**src/verilog/mips_debug_pkg.sv**
```systemverilog
`default_nettype none

package mips_debug_pkg;

    localparam int NB_DATA        = 32;
    localparam int NB_BYTE        = 8;
    localparam int NB_REG         = 5;
    localparam int NB_IADDR       = 6;                       // 64 instruction words
    localparam int NB_OP          = 6;
    localparam int NB_IMM         = 16;
    localparam int BYTES_PER_WORD = NB_DATA / NB_BYTE;
    localparam int NB_BYTE_IDX    = $clog2(BYTES_PER_WORD);

    localparam int OVERSAMPLING   = 16;                      // ticks per bit
    localparam int CLKS_PER_TICK  = 2;                       // 32 clocks per bit
    localparam int NB_OS_CNT      = $clog2(OVERSAMPLING);
    localparam int NB_BIT_CNT     = $clog2(NB_BYTE);
    localparam int NB_DIV_CNT     = $clog2(CLKS_PER_TICK);

    localparam logic [NB_DATA-1:0] HALT_WORD = '1;

    localparam logic [NB_BYTE-1:0] CMD_LOAD = 8'h4C;         // 'L'
    localparam logic [NB_BYTE-1:0] CMD_RUN  = 8'h43;         // 'C'
    localparam logic [NB_BYTE-1:0] CMD_STEP = 8'h53;         // 'S'

    typedef logic [NB_DATA-1:0]  word_t;
    typedef logic [NB_BYTE-1:0]  byte_t;
    typedef logic [NB_REG-1:0]   reg_idx_t;
    typedef logic [NB_IADDR-1:0] iaddr_t;
    typedef logic [NB_OP-1:0]    op_t;

    // opcode field, bits 31:26
    localparam op_t OP_RTYPE = 6'b000000;
    localparam op_t OP_BEQ   = 6'b000100;
    localparam op_t OP_ADDIU = 6'b001001;
    localparam op_t OP_ORI   = 6'b001101;
    localparam op_t OP_LUI   = 6'b001111;

    // funct field of R-type, bits 5:0
    localparam op_t FN_ADDU  = 6'b100001;
    localparam op_t FN_SUBU  = 6'b100011;
    localparam op_t FN_AND   = 6'b100100;
    localparam op_t FN_OR    = 6'b100101;
    localparam op_t FN_SLT   = 6'b101010;

endpackage

`default_nettype wire

```
**src/verilog/mips_debug_ifs.sv**
```systemverilog
`timescale 1ns/1ps
`default_nettype none


interface core_dbg_if import mips_debug_pkg::*; ();
    logic     core_rst;   // clears pc and registers
    logic     imem_we;
    iaddr_t   imem_addr;
    word_t    imem_data;
    logic     run;        // level, core steps while high
    logic     prog_end;   // HALT sits at pc
    reg_idx_t dump_addr;
    word_t    dump_data;  // combinational read

    modport dbg_side (
        output core_rst, imem_we, imem_addr, imem_data, run, dump_addr,
        input  prog_end, dump_data
    );
    modport core_side (
        input  core_rst, imem_we, imem_addr, imem_data, run, dump_addr,
        output prog_end, dump_data
    );
endinterface

`default_nettype wire

```
**src/verilog/mips_core.sv**
```systemverilog
`timescale 1ns/1ps
`default_nettype none

module mips_core import mips_debug_pkg::*; (
    input  wire            i_clk,
    input  wire            i_rst,
    core_dbg_if.core_side  dbg
);
    iaddr_t   pc;
    iaddr_t   pc_next;
    word_t    imem [2**NB_IADDR];
    word_t    regs [2**NB_REG];
    word_t    instr;
    op_t      opcode;
    op_t      funct;
    reg_idx_t rs;
    reg_idx_t rt;
    reg_idx_t rd;
    logic [NB_IMM-1:0] imm;
    word_t    rs_val;
    word_t    rt_val;
    word_t    result;
    reg_idx_t wr_idx;
    logic     wr_en;
    logic     branch;
    logic     step;

    assign instr  = imem[pc];
    assign opcode = instr[31:26];
    assign rs     = instr[25:21];
    assign rt     = instr[20:16];
    assign rd     = instr[15:11];
    assign funct  = instr[5:0];
    assign imm    = instr[NB_IMM-1:0];
    assign rs_val = regs[rs];
    assign rt_val = regs[rt];

    assign dbg.prog_end  = (instr == HALT_WORD);
    assign dbg.dump_data = regs[dbg.dump_addr];
    assign step          = dbg.run && !dbg.prog_end;    // one instruction per clock

    always_comb begin
        result = '0;
        wr_en  = 1'b0;
        wr_idx = rt;                                        // I-type target
        branch = 1'b0;
        case (opcode)
            OP_RTYPE: begin
                wr_en  = 1'b1;
                wr_idx = rd;
                case (funct)
                    FN_ADDU: result = rs_val + rt_val;
                    FN_SUBU: result = rs_val - rt_val;
                    FN_AND:  result = rs_val & rt_val;
                    FN_OR:   result = rs_val | rt_val;
                    FN_SLT:  result = ($signed(rs_val) < $signed(rt_val)) ? word_t'(1) : '0;
                    default: wr_en  = 1'b0;
                endcase
            end
            OP_ADDIU: begin
                wr_en  = 1'b1;
                result = rs_val + {{(NB_DATA-NB_IMM){imm[NB_IMM-1]}}, imm};
            end
            OP_ORI: begin
                wr_en  = 1'b1;
                result = rs_val | {{(NB_DATA-NB_IMM){1'b0}}, imm};
            end
            OP_LUI: begin
                wr_en  = 1'b1;
                result = {imm, {(NB_DATA-NB_IMM){1'b0}}};
            end
            OP_BEQ:  branch = (rs_val == rt_val);
            default: wr_en  = 1'b0;                          // unsupported, acts as nop
        endcase
    end

    // offset truncates to pc width, same as sign extension mod 64
    assign pc_next = branch ? pc + 1'b1 + iaddr_t'(imm) : pc + 1'b1;

    always_ff @(posedge i_clk) begin
        if (i_rst || dbg.core_rst) begin
            pc <= '0;
            for (int i = 0; i < 2**NB_REG; i++) begin
                regs[i] <= '0;
            end
        end else if (step) begin
            pc <= pc_next;
            if (wr_en && wr_idx != '0) begin                 // r0 stays zero
                regs[wr_idx] <= result;
            end
        end
    end

    always_ff @(posedge i_clk) begin
        if (dbg.imem_we) begin
            imem[dbg.imem_addr] <= dbg.imem_data;
        end
    end

    a_pc_held: assert property (@(posedge i_clk) disable iff (i_rst || dbg.core_rst)
        dbg.prog_end |=> $stable(pc));

endmodule

`default_nettype wire

```
**src/flat_wrapper.sv**
```systemverilog
// flat-port wrapper written by rule: the top's interface ports become plain ports
module mips_core_flat import mips_debug_pkg::*;
  (i_clk, i_rst, dbg_core_rst, dbg_imem_we, dbg_imem_addr, dbg_imem_data, dbg_run, dbg_dump_addr, dbg_prog_end, dbg_dump_data);
  core_dbg_if dbg_i ();
  input  wire i_clk;
  input  wire i_rst;
  input wire logic [$bits(dbg_i.core_rst)-1:0] dbg_core_rst;
  input wire logic [$bits(dbg_i.imem_we)-1:0] dbg_imem_we;
  input wire logic [$bits(dbg_i.imem_addr)-1:0] dbg_imem_addr;
  input wire logic [$bits(dbg_i.imem_data)-1:0] dbg_imem_data;
  input wire logic [$bits(dbg_i.run)-1:0] dbg_run;
  input wire logic [$bits(dbg_i.dump_addr)-1:0] dbg_dump_addr;
  output wire logic [$bits(dbg_i.prog_end)-1:0] dbg_prog_end;
  output wire logic [$bits(dbg_i.dump_data)-1:0] dbg_dump_data;
  assign dbg_i.core_rst = dbg_core_rst;
  assign dbg_i.imem_we = dbg_imem_we;
  assign dbg_i.imem_addr = dbg_imem_addr;
  assign dbg_i.imem_data = dbg_imem_data;
  assign dbg_i.run = dbg_run;
  assign dbg_i.dump_addr = dbg_dump_addr;
  assign dbg_prog_end = dbg_i.prog_end;
  assign dbg_dump_data = dbg_i.dump_data;
  mips_core u_core (.i_clk(i_clk), .i_rst(i_rst), .dbg(dbg_i));
endmodule
```
**config.mk**
```make
export PLATFORM = sky130hd
export DESIGN_NAME = mips_core_flat
export DESIGN_NICKNAME = d
export VERILOG_FILES = /design/src/verilog/mips_debug_pkg.sv /design/src/verilog/mips_debug_ifs.sv /design/src/verilog/mips_core.sv /design/src/flat_wrapper.sv
export SDC_FILE = /design/constraint.sdc
export NUM_CORES = 2
export LEC_CHECK = 0
export BUFFER_PORTS_ARGS = -buffer_cell sky130_fd_sc_hd__clkbuf_2
export CORE_MARGIN = 1
export CORE_UTILIZATION = 58
export DETAILED_ROUTE_END_ITERATION = 10
export GPL_TIMING_DRIVEN = 0
export HOLD_SLACK_MARGIN = 0.02
export PLACE_DENSITY_LB_ADDON = 0.3
export SLEW_MARGIN = 25
export SYNTH_ARGS = -nofsm -noshare
export SYNTH_HDL_FRONTEND = slang
export SYNTH_SLANG_ARGS = --single-unit
```
**constraint.sdc**
```tcl
create_clock -name i_clk -period 8.48 [get_ports i_clk]
set_input_delay 1.696 -clock i_clk [delete_from_list [all_inputs] [get_ports i_clk]]
set_output_delay 1.696 -clock i_clk [all_outputs]
set_load 0.005 [all_outputs]
```
==> metrics.txt, run 1 <==
largest net degree at the start of global routing 65; post-cts hold buffer count 0; Err [ERROR GRT-0116] Global routing finished with congestion. Check the congestion regions in the DRC Viewer.; Mapped Area about 150000 um^2; CTS root buffer clkbuf_16; boundary pin count 81; DP Worst Slack -6.70 ns; Buffers on Ports between 70 and 80; Num CTS Buffers ~330; Gate Count Post-Synth between 10000 and 15000; row count 186; Synth Register Bits between 3000 and 4000; Main synth FF type edfxtp_1; Seq/Total Area, Yosys 61.4%; GP Congestion approximately 1.2; Max Buffers Root-to-Sink 4; Post-synth top cells edfxtp_1 (3072), nand2_1 (1192), nor2_1 (959); Synth top area share about three fifths; status aborted with a tool error; dpl hpwl about 600000 um; async set-reset flop share out of synthesis 0%; placed cells roughly 14000; number of global-route vias before repair around 150k; Initial Utilization between 50% and 60%; global route overflow ~1800; most frequent cell after synthesis edfxtp_1; synth top area cells edfxtp_1 (61%), mux4_2 (13%), mux2i_1 (4.4%); Ys Warns 0; first-pass GRT wire length 1480000 um; syn avg cell area around 14 um^2; largest area contributor in the netlist edfxtp_1; htree depth 5; die height 512 um; Die Width slightly above 500 um; Stop stage global routing (5_1_grt); GRT Util Overall about 84%; number of synthesized flops with an enable pin roughly 3000; clock sink count a little over 3000; synth unique cells between 100 and 150; placed instance area 162000 um^2
## per-stage QoR
stage	hold WS [ns]	setup TNS, ns
4_1_cts	0.594	-15.60
3_3_place_gp	0.560	-9750.04
2_1_floorplan	0.490	0
3_5_place_dp	0.568	-5719.52
## cells by family after synthesis
kind of cell               synth area share (%)
other                                   0.00249
DFF                                        61.4
AOI/OAI and AO/OA                          6.38
xor gates and xnor gates                  0.349
muxes                                      18.0
adders and majority gates                  1.31
and+or+nand+nor                            9.46
buffers and inverters                      3.07
## layer usage
layer	GRT overflow	track usage, %
met1	109	84.7
met2	896	94.7
met5	36	46.4
met4	619	80.1
met3	111	74.9
## repair_timing
item	4_1_cts
endpoints found under the setup margin	1982
setup buffers	174
pin swaps	122
resized for setup	1547
gates cloned	6
==> run 2, diff against run 1 <==
- CORE_UTILIZATION: 58 -> 40
- HOLD_SLACK_MARGIN: 0.02 -> default
- PLACE_DENSITY_LB_ADDON: 0.3 -> 0.15
- clock period: 8.48 -> 11.02 ns (I/O delays scaled with it)
==> run 2 against run 1 <==
  * The flow now finishes, with violations (setup timing)
  * Synthesized cell count is the same
  * Area after synthesis is the same
==> metrics.txt, run 2 <==
status finished with violations; failing checks setup timing; htree depth 5; # Max-Cap Violations 0; final hold viol count 0; row count around 220; Post-Route WL roughly 770000 um; Seq/Total Area, Yosys around three fifths; GP Congestion 1.08; remaining routing DRC violations 0; Max Freq 89.5 MHz; initial antenna violation count between 50 and 60; boundary pin count between 80 and 90; Pins Over Slew Limit 0; Placeable Area between 300000 and 400000 um^2; Mapped Area ~150000 um^2; Die Width 616 um; Gate Count Post-Synth 10466; final worst path period share 101%; P per Cell Area approximately 160 nW/um^2; routed len/inst around 47 um; placed cells about 16000; Largest regs u_core.imem (2048), u_core.regs (1024), u_core.pc (6); number of global-route vias before repair around 110k; Reg2Reg Setup Slack -0.15 ns; largest area contributor in the netlist edfxtp_1; hold slack ~0.52 ns; Final Non-Filler Cells approximately 17000; clock skew approximately 0.11 ns; Setup crit start kind flip-flop; Largest Register u_core.imem; slowest stage delay, CP between 0.4 and 0.5 ns; Clock transition at path regs 0.06 ns; Synth Register Bits 3084; Buffers on Ports 72; Main synth FF type edfxtp_1; WP data arrival about 12 ns; worst r2r dst u_core.regs[29][20]; CP endpoint kind flip-flop; die height around 620 um; DRT Pass-1 Iters 7; clock sink count approximately 3100; commonest non-fill, non-tap cell in the layout edfxtp_1; Min Clock Period, post-route between 10 and 15 ns; VDD IR-drop max between 0.15 and 0.2 mV; RSZ-0062 raised after global routing no; share of cells above drive strength 1 23.3%; antenna viol nets, final 0; Ys Warns 0; hold depth 2; Syn-to-layout area delta 18.3%; largest net degree at the start of global routing 65; Synth top area share between 60% and 70%; Slew headroom between 10% and 20%; worst-margin pin slew roughly 1.3 ns; Crit-path slowest cell o31ai_1; crit path kind reg -> reg; CTS root buffer clkbuf_16; CTS tree yes; most frequent cells in the layout edfxtp_1 (3072), nand2_1 (1161), nor2_1 (879); Num CTS Buffers roughly 340; DR vias/cell 6.84; HP Start u_core.pc[5]; Max Buffers Root-to-Sink 4; Iteration-0 DRC Markers 20145; syn avg cell area 14.4 um^2; worst skew pair latency ~1.0 ns; synth unique cells 110; global route overflow 0; Final #Nets ~11000; first-pass GRT wire length between 1000000 and 1500000 um; Pleak 0.0590 uW; async set-reset flop share out of synthesis 0%; Post-synth top cells edfxtp_1 (3072), nand2_1 (1192), nor2_1 (959); dpl hpwl approximately 570000 um; final setup fails between 90 and 100; post-cts hold buffer count 0; post-layout util between 40% and 50%; most frequent cell after synthesis edfxtp_1; Hold Path Class reg -> reg; GRT Util Overall 39.9%; Worst Reg-to-Reg Cells 37; CP Max Fanout 10; Power Total 28100 uW; Worst path most repeated cell buf_4; max FFs per register a little over 2000; PnR worst setup slack -0.148 ns; Initial Utilization roughly two fifths; Vias 112841; number of synthesized flops with an enable pin between 3000 and 4000; die area between 300000 and 400000 um^2; worst endpoint required time about 12 ns; synth top area cells edfxtp_1 (61%), mux4_2 (13%), mux2i_1 (4.4%); Worst Hold End u_core.pc[5]
-- run 2: worst max-delay path by stage --
| stage | startpoint | to | slack [ns] | cells past startpoint |
|---|---|---|---|---|
| floorplan | flip-flop | u_core.regs[11][0] | 3.06 | 33 |
| global placement | flip-flop | u_core.regs[20][18] | -5.57 | 30 |
| detailed placement | flip-flop | u_core.regs[8][30] | -3.75 | 34 |
| CTS | flip-flop | u_core.regs[29][0] | 0.005 | 39 |
| global route | flip-flop | u_core.regs[26][0] | 0.01 | 39 |
| finish | flip-flop | u_core.regs[29][20] | -0.15 | 37 |
-- run 2: where the power goes --
part / internal [uW] / switching (uW)
Sequential: 13100 / 179
Combinational: 981 / 2200
Clock: 6560 / 5060
Total: 20700 / 7430
-- run 2: layout make-up --
class                      instances  area (um^2)
buffer                           847         4870
multi-input combinational       6464        55600
fill                           32115       195000
clock inverter                   201         1990
antenna                           46          115
tap                             4972         6220
clock buffer                     417         9010
timing repair buffer             387         7490
sequential                      3084        92500
inverter                          86          327
-- run 2: per-stage QoR --
stage	cell area, um^2	TNS, ns	setup slack [ns]
6_report	178000	-5.57	-0.148
5_1_grt	178000	0	0.0106
4_1_cts	178000	0	0.00463
3_5_place_dp	165000	-2656.30	-3.75
3_3_place_gp	157000	-5284.01	-5.57
2_1_floorplan	151000	0	3.06
-- run 2: worst max-delay path, delay by kind of cell (launching register included) --
kind            cells  cell delay (ns)
mux                 1             0.12
buf+inv            14             4.34
compound gates     14             4.30
xor+xnor            1             0.14
simple gates        5             0.78
fa+ha+maj           2             0.58
flops               1             0.43
-- run 2: timing repair --
action                                  in CTS  in global routing
pin swaps                                    9                  7
endpoints found under the setup margin    1004                639
gates resized for setup                    306                107
setup buffers                               15                  3
-- run 2: routing by layer --
metal  wire, um  up-vias  track usage (%)
met3      85900     2525             10.2
met5        158        -           0.0253
li1           -    42594                -
met4      81200       24             34.2
met2     340000     9445             60.4
met1     264000    58253             47.8
-- run 2: cells by family after synthesis --
group	synth area share [%]
adder cells (fa/ha/maj)	1.31
XOR/XNOR	0.349
flip-flops	61.4
AO/OA/AOI/OAI	6.38
AND/OR/NAND/NOR	9.46
buffers and inverters	3.07
multiplexers	18.0
other	0.00249
Power figures use the tool's default switching activity.
