==> config.mk <==
export PLATFORM = sky130hd
export DESIGN_NAME = uart_flat
export DESIGN_NICKNAME = d
export VERILOG_FILES = /design/src/verilog/mips_debug_pkg.sv /design/src/verilog/mips_debug_ifs.sv /design/src/verilog/uart_rx.sv /design/src/verilog/uart_tx.sv /design/src/verilog/uart.sv /design/src/flat_wrapper.sv
export SDC_FILE = /design/constraint.sdc
export NUM_CORES = 1
export LEC_CHECK = 0
export ABC_AREA = 0
export BUFFER_PORTS_ARGS = -buffer_cell sky130_fd_sc_hd__buf_2
export CORE_UTILIZATION = 40
export DETAILED_ROUTE_END_ITERATION = 10
export SLEW_MARGIN = 20
export SYNTH_ARGS = -nofsm -noshare
export SYNTH_HDL_FRONTEND = slang
export SYNTH_SLANG_ARGS = --single-unit
==> constraint.sdc <==
create_clock -name i_clk -period 2.9 [get_ports i_clk]
set_clock_uncertainty 0.15 [all_clocks]
set_input_delay 0.435 -clock i_clk [delete_from_list [all_inputs] [get_ports i_clk]]
set_output_delay 0.435 -clock i_clk [all_outputs]
set_load 0.05 [all_outputs]
==> src/verilog/mips_debug_pkg.sv <==
`default_nettype none

package mips_debug_pkg;

    localparam int NB_DATA        = 32;
    localparam int NB_BYTE        = 8;
    localparam int NB_REG         = 5;
    localparam int NB_IADDR       = 6;                       // 64 instruction words
    localparam int NB_OP          = 6;
    localparam int NB_IMM         = 16;
    localparam int BYTES_PER_WORD = NB_DATA / NB_BYTE;
    localparam int NB_BYTE_IDX    = $clog2(BYTES_PER_WORD);

    localparam int OVERSAMPLING   = 16;                      // ticks per bit
    localparam int CLKS_PER_TICK  = 2;                       // 32 clocks per bit
    localparam int NB_OS_CNT      = $clog2(OVERSAMPLING);
    localparam int NB_BIT_CNT     = $clog2(NB_BYTE);
    localparam int NB_DIV_CNT     = $clog2(CLKS_PER_TICK);

    localparam logic [NB_DATA-1:0] HALT_WORD = '1;

    localparam logic [NB_BYTE-1:0] CMD_LOAD = 8'h4C;         // 'L'
    localparam logic [NB_BYTE-1:0] CMD_RUN  = 8'h43;         // 'C'
    localparam logic [NB_BYTE-1:0] CMD_STEP = 8'h53;         // 'S'

    typedef logic [NB_DATA-1:0]  word_t;
    typedef logic [NB_BYTE-1:0]  byte_t;
    typedef logic [NB_REG-1:0]   reg_idx_t;
    typedef logic [NB_IADDR-1:0] iaddr_t;
    typedef logic [NB_OP-1:0]    op_t;

    // opcode field, bits 31:26
    localparam op_t OP_RTYPE = 6'b000000;
    localparam op_t OP_BEQ   = 6'b000100;
    localparam op_t OP_ADDIU = 6'b001001;
    localparam op_t OP_ORI   = 6'b001101;
    localparam op_t OP_LUI   = 6'b001111;

    // funct field of R-type, bits 5:0
    localparam op_t FN_ADDU  = 6'b100001;
    localparam op_t FN_SUBU  = 6'b100011;
    localparam op_t FN_AND   = 6'b100100;
    localparam op_t FN_OR    = 6'b100101;
    localparam op_t FN_SLT   = 6'b101010;

endpackage

`default_nettype wire

==> src/verilog/mips_debug_ifs.sv <==
`timescale 1ns/1ps
`default_nettype none

interface serial_if import mips_debug_pkg::*; ();
    byte_t rx_data;       // valid with rx_done
    logic  rx_done;       // one-cycle pulse
    byte_t tx_data;
    logic  tx_start;      // only while tx idle
    logic  tx_done;       // end of stop bit

    modport uart_side (output rx_data, rx_done, tx_done, input tx_data, tx_start);
    modport dbg_side  (input rx_data, rx_done, tx_done, output tx_data, tx_start);
endinterface


`default_nettype wire

==> src/verilog/uart_rx.sv <==
`timescale 1ns/1ps
`default_nettype none

module uart_rx import mips_debug_pkg::*; (
    input  wire   i_clk,
    input  wire   i_rst,
    input  wire   i_tick,
    input  wire   i_rx,
    output byte_t o_data,
    output logic  o_done
);
    typedef enum logic [1:0] {RX_IDLE, RX_START, RX_DATA, RX_STOP} rx_state_t;

    rx_state_t             state;
    logic [1:0]            rx_sync;   // metastability guard
    logic [NB_OS_CNT-1:0]  tick_cnt;
    logic [NB_BIT_CNT-1:0] bit_cnt;
    byte_t                 shift;

    assign o_data = shift;

    always_ff @(posedge i_clk) begin
        if (i_rst) begin
            rx_sync <= '1;                                    // line idles high
        end else begin
            rx_sync <= {rx_sync[0], i_rx};
        end
    end

    always_ff @(posedge i_clk) begin
        o_done <= 1'b0;
        if (i_rst) begin
            state    <= RX_IDLE;
            tick_cnt <= '0;
            bit_cnt  <= '0;
        end else begin
            case (state)
                RX_IDLE: begin
                    if (!rx_sync[1]) begin                    // start edge
                        state    <= RX_START;
                        tick_cnt <= '0;
                    end
                end
                RX_START: begin
                    if (i_tick) begin
                        if (tick_cnt == NB_OS_CNT'(OVERSAMPLING / 2 - 1)) begin
                            tick_cnt <= '0;
                            bit_cnt  <= '0;
                            state    <= rx_sync[1] ? RX_IDLE : RX_DATA;  // drop glitches
                        end else begin
                            tick_cnt <= tick_cnt + 1'b1;
                        end
                    end
                end
                RX_DATA: begin
                    if (i_tick) begin
                        if (tick_cnt == NB_OS_CNT'(OVERSAMPLING - 1)) begin
                            tick_cnt <= '0;
                            shift    <= {rx_sync[1], shift[NB_BYTE-1:1]};  // lsb first
                            if (bit_cnt == NB_BIT_CNT'(NB_BYTE - 1)) begin
                                state <= RX_STOP;
                            end else begin
                                bit_cnt <= bit_cnt + 1'b1;
                            end
                        end else begin
                            tick_cnt <= tick_cnt + 1'b1;
                        end
                    end
                end
                RX_STOP: begin
                    if (i_tick) begin
                        if (tick_cnt == NB_OS_CNT'(OVERSAMPLING - 1)) begin
                            o_done <= 1'b1;                   // middle of stop bit
                            state  <= RX_IDLE;
                        end else begin
                            tick_cnt <= tick_cnt + 1'b1;
                        end
                    end
                end
                default: state <= RX_IDLE;
            endcase
        end
    end

    a_done_single: assert property (@(posedge i_clk) disable iff (i_rst)
        o_done |=> !o_done);

endmodule

`default_nettype wire

==> src/verilog/uart_tx.sv <==
`timescale 1ns/1ps
`default_nettype none

module uart_tx import mips_debug_pkg::*; (
    input  wire   i_clk,
    input  wire   i_rst,
    input  wire   i_tick,
    input  wire   i_start,
    input  byte_t i_data,
    output logic  o_tx,
    output logic  o_done
);
    typedef enum logic [1:0] {TX_IDLE, TX_START, TX_DATA, TX_STOP} tx_state_t;

    tx_state_t             state;
    logic [NB_OS_CNT-1:0]  tick_cnt;
    logic [NB_BIT_CNT-1:0] bit_cnt;
    byte_t                 shift;
    logic                  bit_end;

    assign bit_end = i_tick && (tick_cnt == NB_OS_CNT'(OVERSAMPLING - 1));

    always_ff @(posedge i_clk) begin
        o_done <= 1'b0;
        if (i_rst) begin
            state    <= TX_IDLE;
            tick_cnt <= '0;
            bit_cnt  <= '0;
            o_tx     <= 1'b1;
        end else begin
            if (i_tick && state != TX_IDLE) begin
                tick_cnt <= tick_cnt + 1'b1;                  // wraps every bit
            end
            case (state)
                TX_IDLE: begin
                    o_tx <= 1'b1;
                    if (i_start) begin
                        shift    <= i_data;
                        tick_cnt <= '0;
                        o_tx     <= 1'b0;                     // start bit
                        state    <= TX_START;
                    end
                end
                TX_START: begin
                    if (bit_end) begin
                        bit_cnt <= '0;
                        o_tx    <= shift[0];
                        state   <= TX_DATA;
                    end
                end
                TX_DATA: begin
                    if (bit_end) begin
                        shift <= shift >> 1;
                        if (bit_cnt == NB_BIT_CNT'(NB_BYTE - 1)) begin
                            o_tx  <= 1'b1;                    // stop bit
                            state <= TX_STOP;
                        end else begin
                            bit_cnt <= bit_cnt + 1'b1;
                            o_tx    <= shift[1];
                        end
                    end
                end
                TX_STOP: begin
                    if (bit_end) begin
                        o_done <= 1'b1;
                        state  <= TX_IDLE;
                    end
                end
                default: state <= TX_IDLE;
            endcase
        end
    end

    a_start_idle: assert property (@(posedge i_clk) disable iff (i_rst)
        i_start |-> state == TX_IDLE);

endmodule

`default_nettype wire

==> src/verilog/uart.sv <==
`timescale 1ns/1ps
`default_nettype none

module uart import mips_debug_pkg::*; (
    input  wire          i_clk,
    input  wire          i_rst,
    input  wire          i_rx,
    output logic         o_tx,
    serial_if.uart_side  sif
);
    logic [NB_DIV_CNT-1:0] div_cnt;
    logic                  tick;     // oversampling strobe

    always_ff @(posedge i_clk) begin
        if (i_rst) begin
            div_cnt <= '0;
            tick    <= 1'b0;
        end else if (div_cnt == NB_DIV_CNT'(CLKS_PER_TICK - 1)) begin
            div_cnt <= '0;
            tick    <= 1'b1;
        end else begin
            div_cnt <= div_cnt + 1'b1;
            tick    <= 1'b0;
        end
    end

    uart_rx uart_rx_inst (
        .i_clk  (i_clk),
        .i_rst  (i_rst),
        .i_tick (tick),
        .i_rx   (i_rx),
        .o_data (sif.rx_data),
        .o_done (sif.rx_done)
    );

    uart_tx uart_tx_inst (
        .i_clk   (i_clk),
        .i_rst   (i_rst),
        .i_tick  (tick),
        .i_start (sif.tx_start),
        .i_data  (sif.tx_data),
        .o_tx    (o_tx),
        .o_done  (sif.tx_done)
    );

endmodule

`default_nettype wire

==> src/flat_wrapper.sv <==
// flat-port wrapper written by rule: the top's interface ports become plain ports
module uart_flat import mips_debug_pkg::*;
  (i_clk, i_rst, i_rx, o_tx, sif_rx_data, sif_rx_done, sif_tx_done, sif_tx_data, sif_tx_start);
  serial_if sif_i ();
  input  wire i_clk;
  input  wire i_rst;
  input  wire i_rx;
  output logic o_tx;
  output wire logic [$bits(sif_i.rx_data)-1:0] sif_rx_data;
  output wire logic [$bits(sif_i.rx_done)-1:0] sif_rx_done;
  output wire logic [$bits(sif_i.tx_done)-1:0] sif_tx_done;
  input wire logic [$bits(sif_i.tx_data)-1:0] sif_tx_data;
  input wire logic [$bits(sif_i.tx_start)-1:0] sif_tx_start;
  assign sif_rx_data = sif_i.rx_data;
  assign sif_rx_done = sif_i.rx_done;
  assign sif_tx_done = sif_i.tx_done;
  assign sif_i.tx_data = sif_tx_data;
  assign sif_i.tx_start = sif_tx_start;
  uart u_core (.i_clk(i_clk), .i_rst(i_rst), .i_rx(i_rx), .o_tx(o_tx), .sif(sif_i));
endmodule
# Yosys cells after proc, flatten, opt, wreduce, memory -nomap -nowiden
# Index checks and enable logic that the tools add are counted.
classes:
  add_sub_neg: 5
  eq_ne: 27
  mux: 48
  n_bitwise: 4
  n_reduce_logical: 20
ops:
  columns: ["operator", "count"]
  rows:
  - ["two-way mux 4 bit", 10]
  - ["two-way mux 2 bit", 14]
  - ["!= test 2 bit (second input constant)", 13]
  - ["two-way mux 3 bit", 8]
  - ["two-way mux 8 bit", 2]
  - ["one-hot mux 2 bit (4 select lines)", 2]
  - ["one-hot mux 4 bit (4 select lines)", 1]
  - ["one-hot mux 8 bit (2 select lines)", 1]
  - ["one-hot mux 3 bit (2 select lines)", 2]
  - ["AND reduction 4 bit", 3]
  - ["AND reduction 5 bit", 2]
  - ["adder 4 x 1 -> 4 bit (second input constant)", 2]
  - ["equality test 2 bit (second input constant)", 4]
  - ["equality test 4 bit (second input constant)", 2]
  - ["AND reduction 8 bit", 1]
  - ["nonzero test 2 bit", 4]
  - ["two-way mux 1 bit", 7]
  - ["adder 3 x 1 -> 3 bit (second input constant)", 2]
  - ["equality test 3 bit (second input constant)", 2]
  - ["!= test 2 x 1 -> 1 bit (second input constant)", 3]
  - ["AND reduction 6 bit", 1]
  - ["equality test 2 x 1 -> 1 bit (second input constant)", 2]
  - ["equality test 4 x 3 -> 1 bit (second input constant)", 1]
  - ["logical NOT 2 bit", 2]
  - ["8 further kinds", 13]
word_totals:
  regBits: 41
  in_bits: 12

# Longest topological paths before layout
logic_depth:
  word_depth: 5
  ltp_mapped: 7
  ltp_nobuf: 6

# Modules after synthesis
# Synthesis repeated with hierarchy kept, for this count alone.
unflattened:
  hier_cells: 178
  area_unflattened_um2: 1960.6
by_module_without_submodules:
  columns: ["mod", "instances", "cells_each", "area_per_inst_um2", "seq_area_each_um2"]
  rows:
  - ["uart_tx", 1, 93, 998.5, 460.4]
  - ["uart_rx", 1, 81, 904.6, 480.5]
  - ["uart", 1, 4, 57.6, 40.0]

# Least setup slack after synthesis
# OpenSTA, ideal clock, no wires.
synth_timing:
  kind: "reg2reg"
  start: "register u_core.uart_tx_inst.state[0]"
  end: "register u_core.uart_tx_inst.shift[0] (enable)"
  arrival_ns: 2.408
  required_time_ns: 2.331
  slack_ns: -0.078
  path_stages_with_launch: 6
  n_path_buf: 1
  cell_sequence: "dfxtp_1 inv_1 ha_1 clkbuf_2 and2b_1 a2111oi_0"
synth_between:
  elab_chain_len: 3
synth_lines:
  columns: ["element", "line", "text"]
  rows:
  - ["start, declared", "uart_tx.sv:15", "tx_state_t state;"]
  - ["start signal, assigned", "uart_tx.sv:26", "state <= TX_IDLE;"]
  - ["start signal, assigned", "uart_tx.sv:41", "state <= TX_START;"]
  - ["start signal, assigned", "uart_tx.sv:48", "state <= TX_DATA;"]
  - ["equality test 2 bit or logical NOT 2 bit (tied branches)", "uart_tx.sv:34", "case (state)"]
  - ["!= test 2 bit (no line) or nonzero test 2 bit (tied branches)", null, null]
  - ["AND reduction 4 bit (no line) (*)", null, null]
  - ["end signal, assigned", "uart_tx.sv:38", "shift <= i_data;"]
  - ["end signal, assigned", "uart_tx.sv:53", "shift <= shift >> 1;"]
  - ["end, declared", "uart_tx.sv:18", "byte_t shift;"]
# Mark *: on every way between the ends. The rest lies on a longest branch, timed or not.
# A chain may end at the register's enable or synchronous reset.

# Worst setup path after layout
layout_timing:
  start: "register u_core.uart_tx_inst.state[0]"
  end: "register u_core.uart_tx_inst.shift[4] (enable)"
# The elaborated chain is that of the path after synthesis.

==> flow_summary_export.csv <==
group,metric,value,unit
grt,grt_first_pass_wirelength,5690,µm
place,placed_cells,261,
finish,final_cell_mix,"25 x dfxtp_1, 22 x buf_2, 21 x nor2_1",
worst_setup_path,crit_path_top_delay_cell,"ha_1",
grt,grt_overflow,0,
timing,fin_crit,2.13,ns
clocking,cts.sinks,41,
drt,wl,3310,µm
clocking,cts_tree,"done",
place,dp_hpwl,2420,µm
grt,grt_use_total,0.145,
timing,slew-limit-headroom,0.579,
logic_synthesis,syn_area_per_cell,10.8,µm²
logic_synthesis,yosys_most_used_dff,"dfxtp_1",
worst_setup_path,worstSetupEndpointType,"flop",
place,post-place-ws,0.751,ns
timing,post-route-period-util,0.735,
timing,fin_tns_setup,0,ns
finish,utilization,0.466,
drt,via_per_inst,5.04,
worst_setup_path,critical_path.max_fanout,18,
finish,fin_nets,223,
die,row_count,25,
worst_setup_path,worstPathRequired,2.75,ns
timing,worst_pin_slew,0.632,ns
pwr,p_total,1.46,mW
worst_setup_path,crit_buf_inv,2,
finish,nFillCells,441,
clocking,cts_htree_levels,2,
drt,vias,1356,
logic_synthesis,synth.distinct_cells,49,
worst_setup_path,crit_type,"reg -> reg",
grt,grt_max_degree,27,
grt,grt_pass1_vias,1266,
logic_synthesis,ys_seq_area_frac,0.503,
die,die_x,71.9,µm
drt,drc,0,
clocking,cts-root-buf,"clkbuf_8",
finish,final_common_cell,"dfxtp_1",
clocking,clockBufferDepth,2,
logic_synthesis,syn-num-nets,203,
pwr,p_leak,0.859,nW
clocking,path_clk_slew,0.08,ns
die,fp.dieArea,0.00516,mm²
die,io_pins,23,
drt,firstDrtPassIters,4,
clocking,hold_buffers,0,
timing,rsz0062_at_grt,"no",
timing,fmax,469,MHz
job,drv_cap,0,
die,die_height,71.9,µm
timing,hold_viol,0,
place,portBuffers,22,
finish,seqCellArea,981,µm²
clocking,cts_made_buffers,5,
logic_synthesis,synth_edf_count,16,
worst_setup_path,cpLargestDelayFamily,"adder cells",
clocking,cts_resized,0,
die,initial_core_util,0.413,
finish,multi_input_area,901,µm²
finish,final_cells,269,
timing,setup_viol,0,
logic_synthesis,async_reset_ff_frac,0,
die,coreArea,0.00472,mm²
worst_setup_path,startpoint_type,"flop",
logic_synthesis,ys_seq_elements,41,
pwr,powerDensity,663,mW/mm²
timing,setup_slack,0.767,ns
worst_setup_path,max_stage_delay,0.57,ns
pwr,peakVddDrop,0.261,mV
logic_synthesis,syn_area,0.00195,mm²
drt,drt_iter0_drc,44,
timing,slew_viol_final,0,
clocking,post_cts_buffers,0,
logic_synthesis,syn_inst,181,
finish,areaGrowthSynthToFinish,12.9,%
clocking,clk_latency,0.29,ns
drt,final_antenna_net_count,0,
min_path,hold_path.class,"in -> reg",
place,gp_congestion,0.803,
drt,drt-wirelength-per-cell,12.3,µm
finish,diodes,0,
grt,grt_antenna_before_repair,0,
worst_setup_path,crit_path_cell_trace,"inv_1 -> ha_1 -> nor2_1 -> a2111oi_2 -> buf_4",
logic_synthesis,synth_warnings,0,
worst_setup_path,cp.arrival,1.98,ns
finish,drive_gt1_frac,0.248,
run_status,status,"finished clean",
## power breakdown
part | internal (mW) | switching [mW]
sequential | 0.677 | 0.0350
combinational | 0.171 | 0.217
clock | 0.166 | 0.194
## kinds of logic after synthesis
kind of cell / after synthesis / synth area share
buffers and inverters: 17 / 0.0391
xor gates and xnor gates: 4 / 0.0180
adders and majority gates: 10 / 0.0641
muxes: 14 / 0.0763
AOI/OAI and AO/OA: 31 / 0.117
DFF: 41 / 0.503
and+or+nand+nor: 64 / 0.183
## flip-flops by register name, indices dropped and copies added (netlist names), 2 cells and up, named ones only
name	flops
u_core.uart_rx_inst.bit_cnt	3
u_core.uart_rx_inst.o_data	8
u_core.uart_rx_inst.rx_sync	2
u_core.uart_rx_inst.tick_cnt	4
u_core.uart_tx_inst.bit_cnt	3
u_core.uart_tx_inst.shift	8
u_core.uart_tx_inst.state	2
u_core.uart_tx_inst.tick_cnt	4
## synth_stat cells, drive strengths merged (3+ instances only)
cell type,n,area share
a21oi,9,0.023
and3,3,0.0096
mux2,7,0.040
nor3b,3,0.012
nor2,21,0.040
nor2b,5,0.016
mux2i,7,0.036
nor3,4,0.013
edfxtp,16,0.25
buf,5,0.014
dfxtp,25,0.26
xor2,3,0.013
clkbuf,7,0.015
ha,10,0.064
o21ai,6,0.015
nand2,8,0.015
inv,5,0.0096
nand4,6,0.019
## layer usage
layer | track usage | up-vias | wire (µm)
met2 | 0.234 | 21 | 1550
met5 | 0 | - | 0
met1 | 0.175 | 635 | 1570
li1 | - | 693 | -
met3 | 0.0422 | 7 | 111
met4 | 0.0784 | 0 | 74
## final timing paths
path / from / endpoint / slack, ns / depth (start not counted)
setup / recovery: u_core.uart_tx_inst.state[0] / u_core.uart_tx_inst.shift[4] / 0.77 / 5
hold reg to reg: u_core.div_cnt / u_core.div_cnt / 0.26 / 1
hold / removal: i_rx / u_core.uart_rx_inst.rx_sync[0] / 0.17 / 2
setup reg to reg: u_core.uart_tx_inst.state[0] / u_core.uart_tx_inst.shift[4] / 0.77 / 5
## layout make-up
| class | count | share of cell area |
|---|---|---|
| Clock buffer | 5 | 0.0312 |
| Clock inverter | 3 | 0.00795 |
| Inverter | 5 | 0.00852 |
| Multi-Input combinational cell | 123 | 0.409 |
| Sequential cell | 41 | 0.445 |
| Tap cell | 67 | 0.0380 |
| Timing Repair Buffer | 25 | 0.0602 |
## stage by stage
step | hold WS (ns) | instance area (µm²)
2_1_floorplan | 0.235 | 1950
3_3_place_gp | 0.242 | 2120
3_5_place_dp | 0.247 | 2120
4_1_cts | 0.162 | 2200
5_1_grt | 0.157 | 2200
6_report | 0.171 | 2200
No activity file was read; power rests on OpenSTA's default activity.
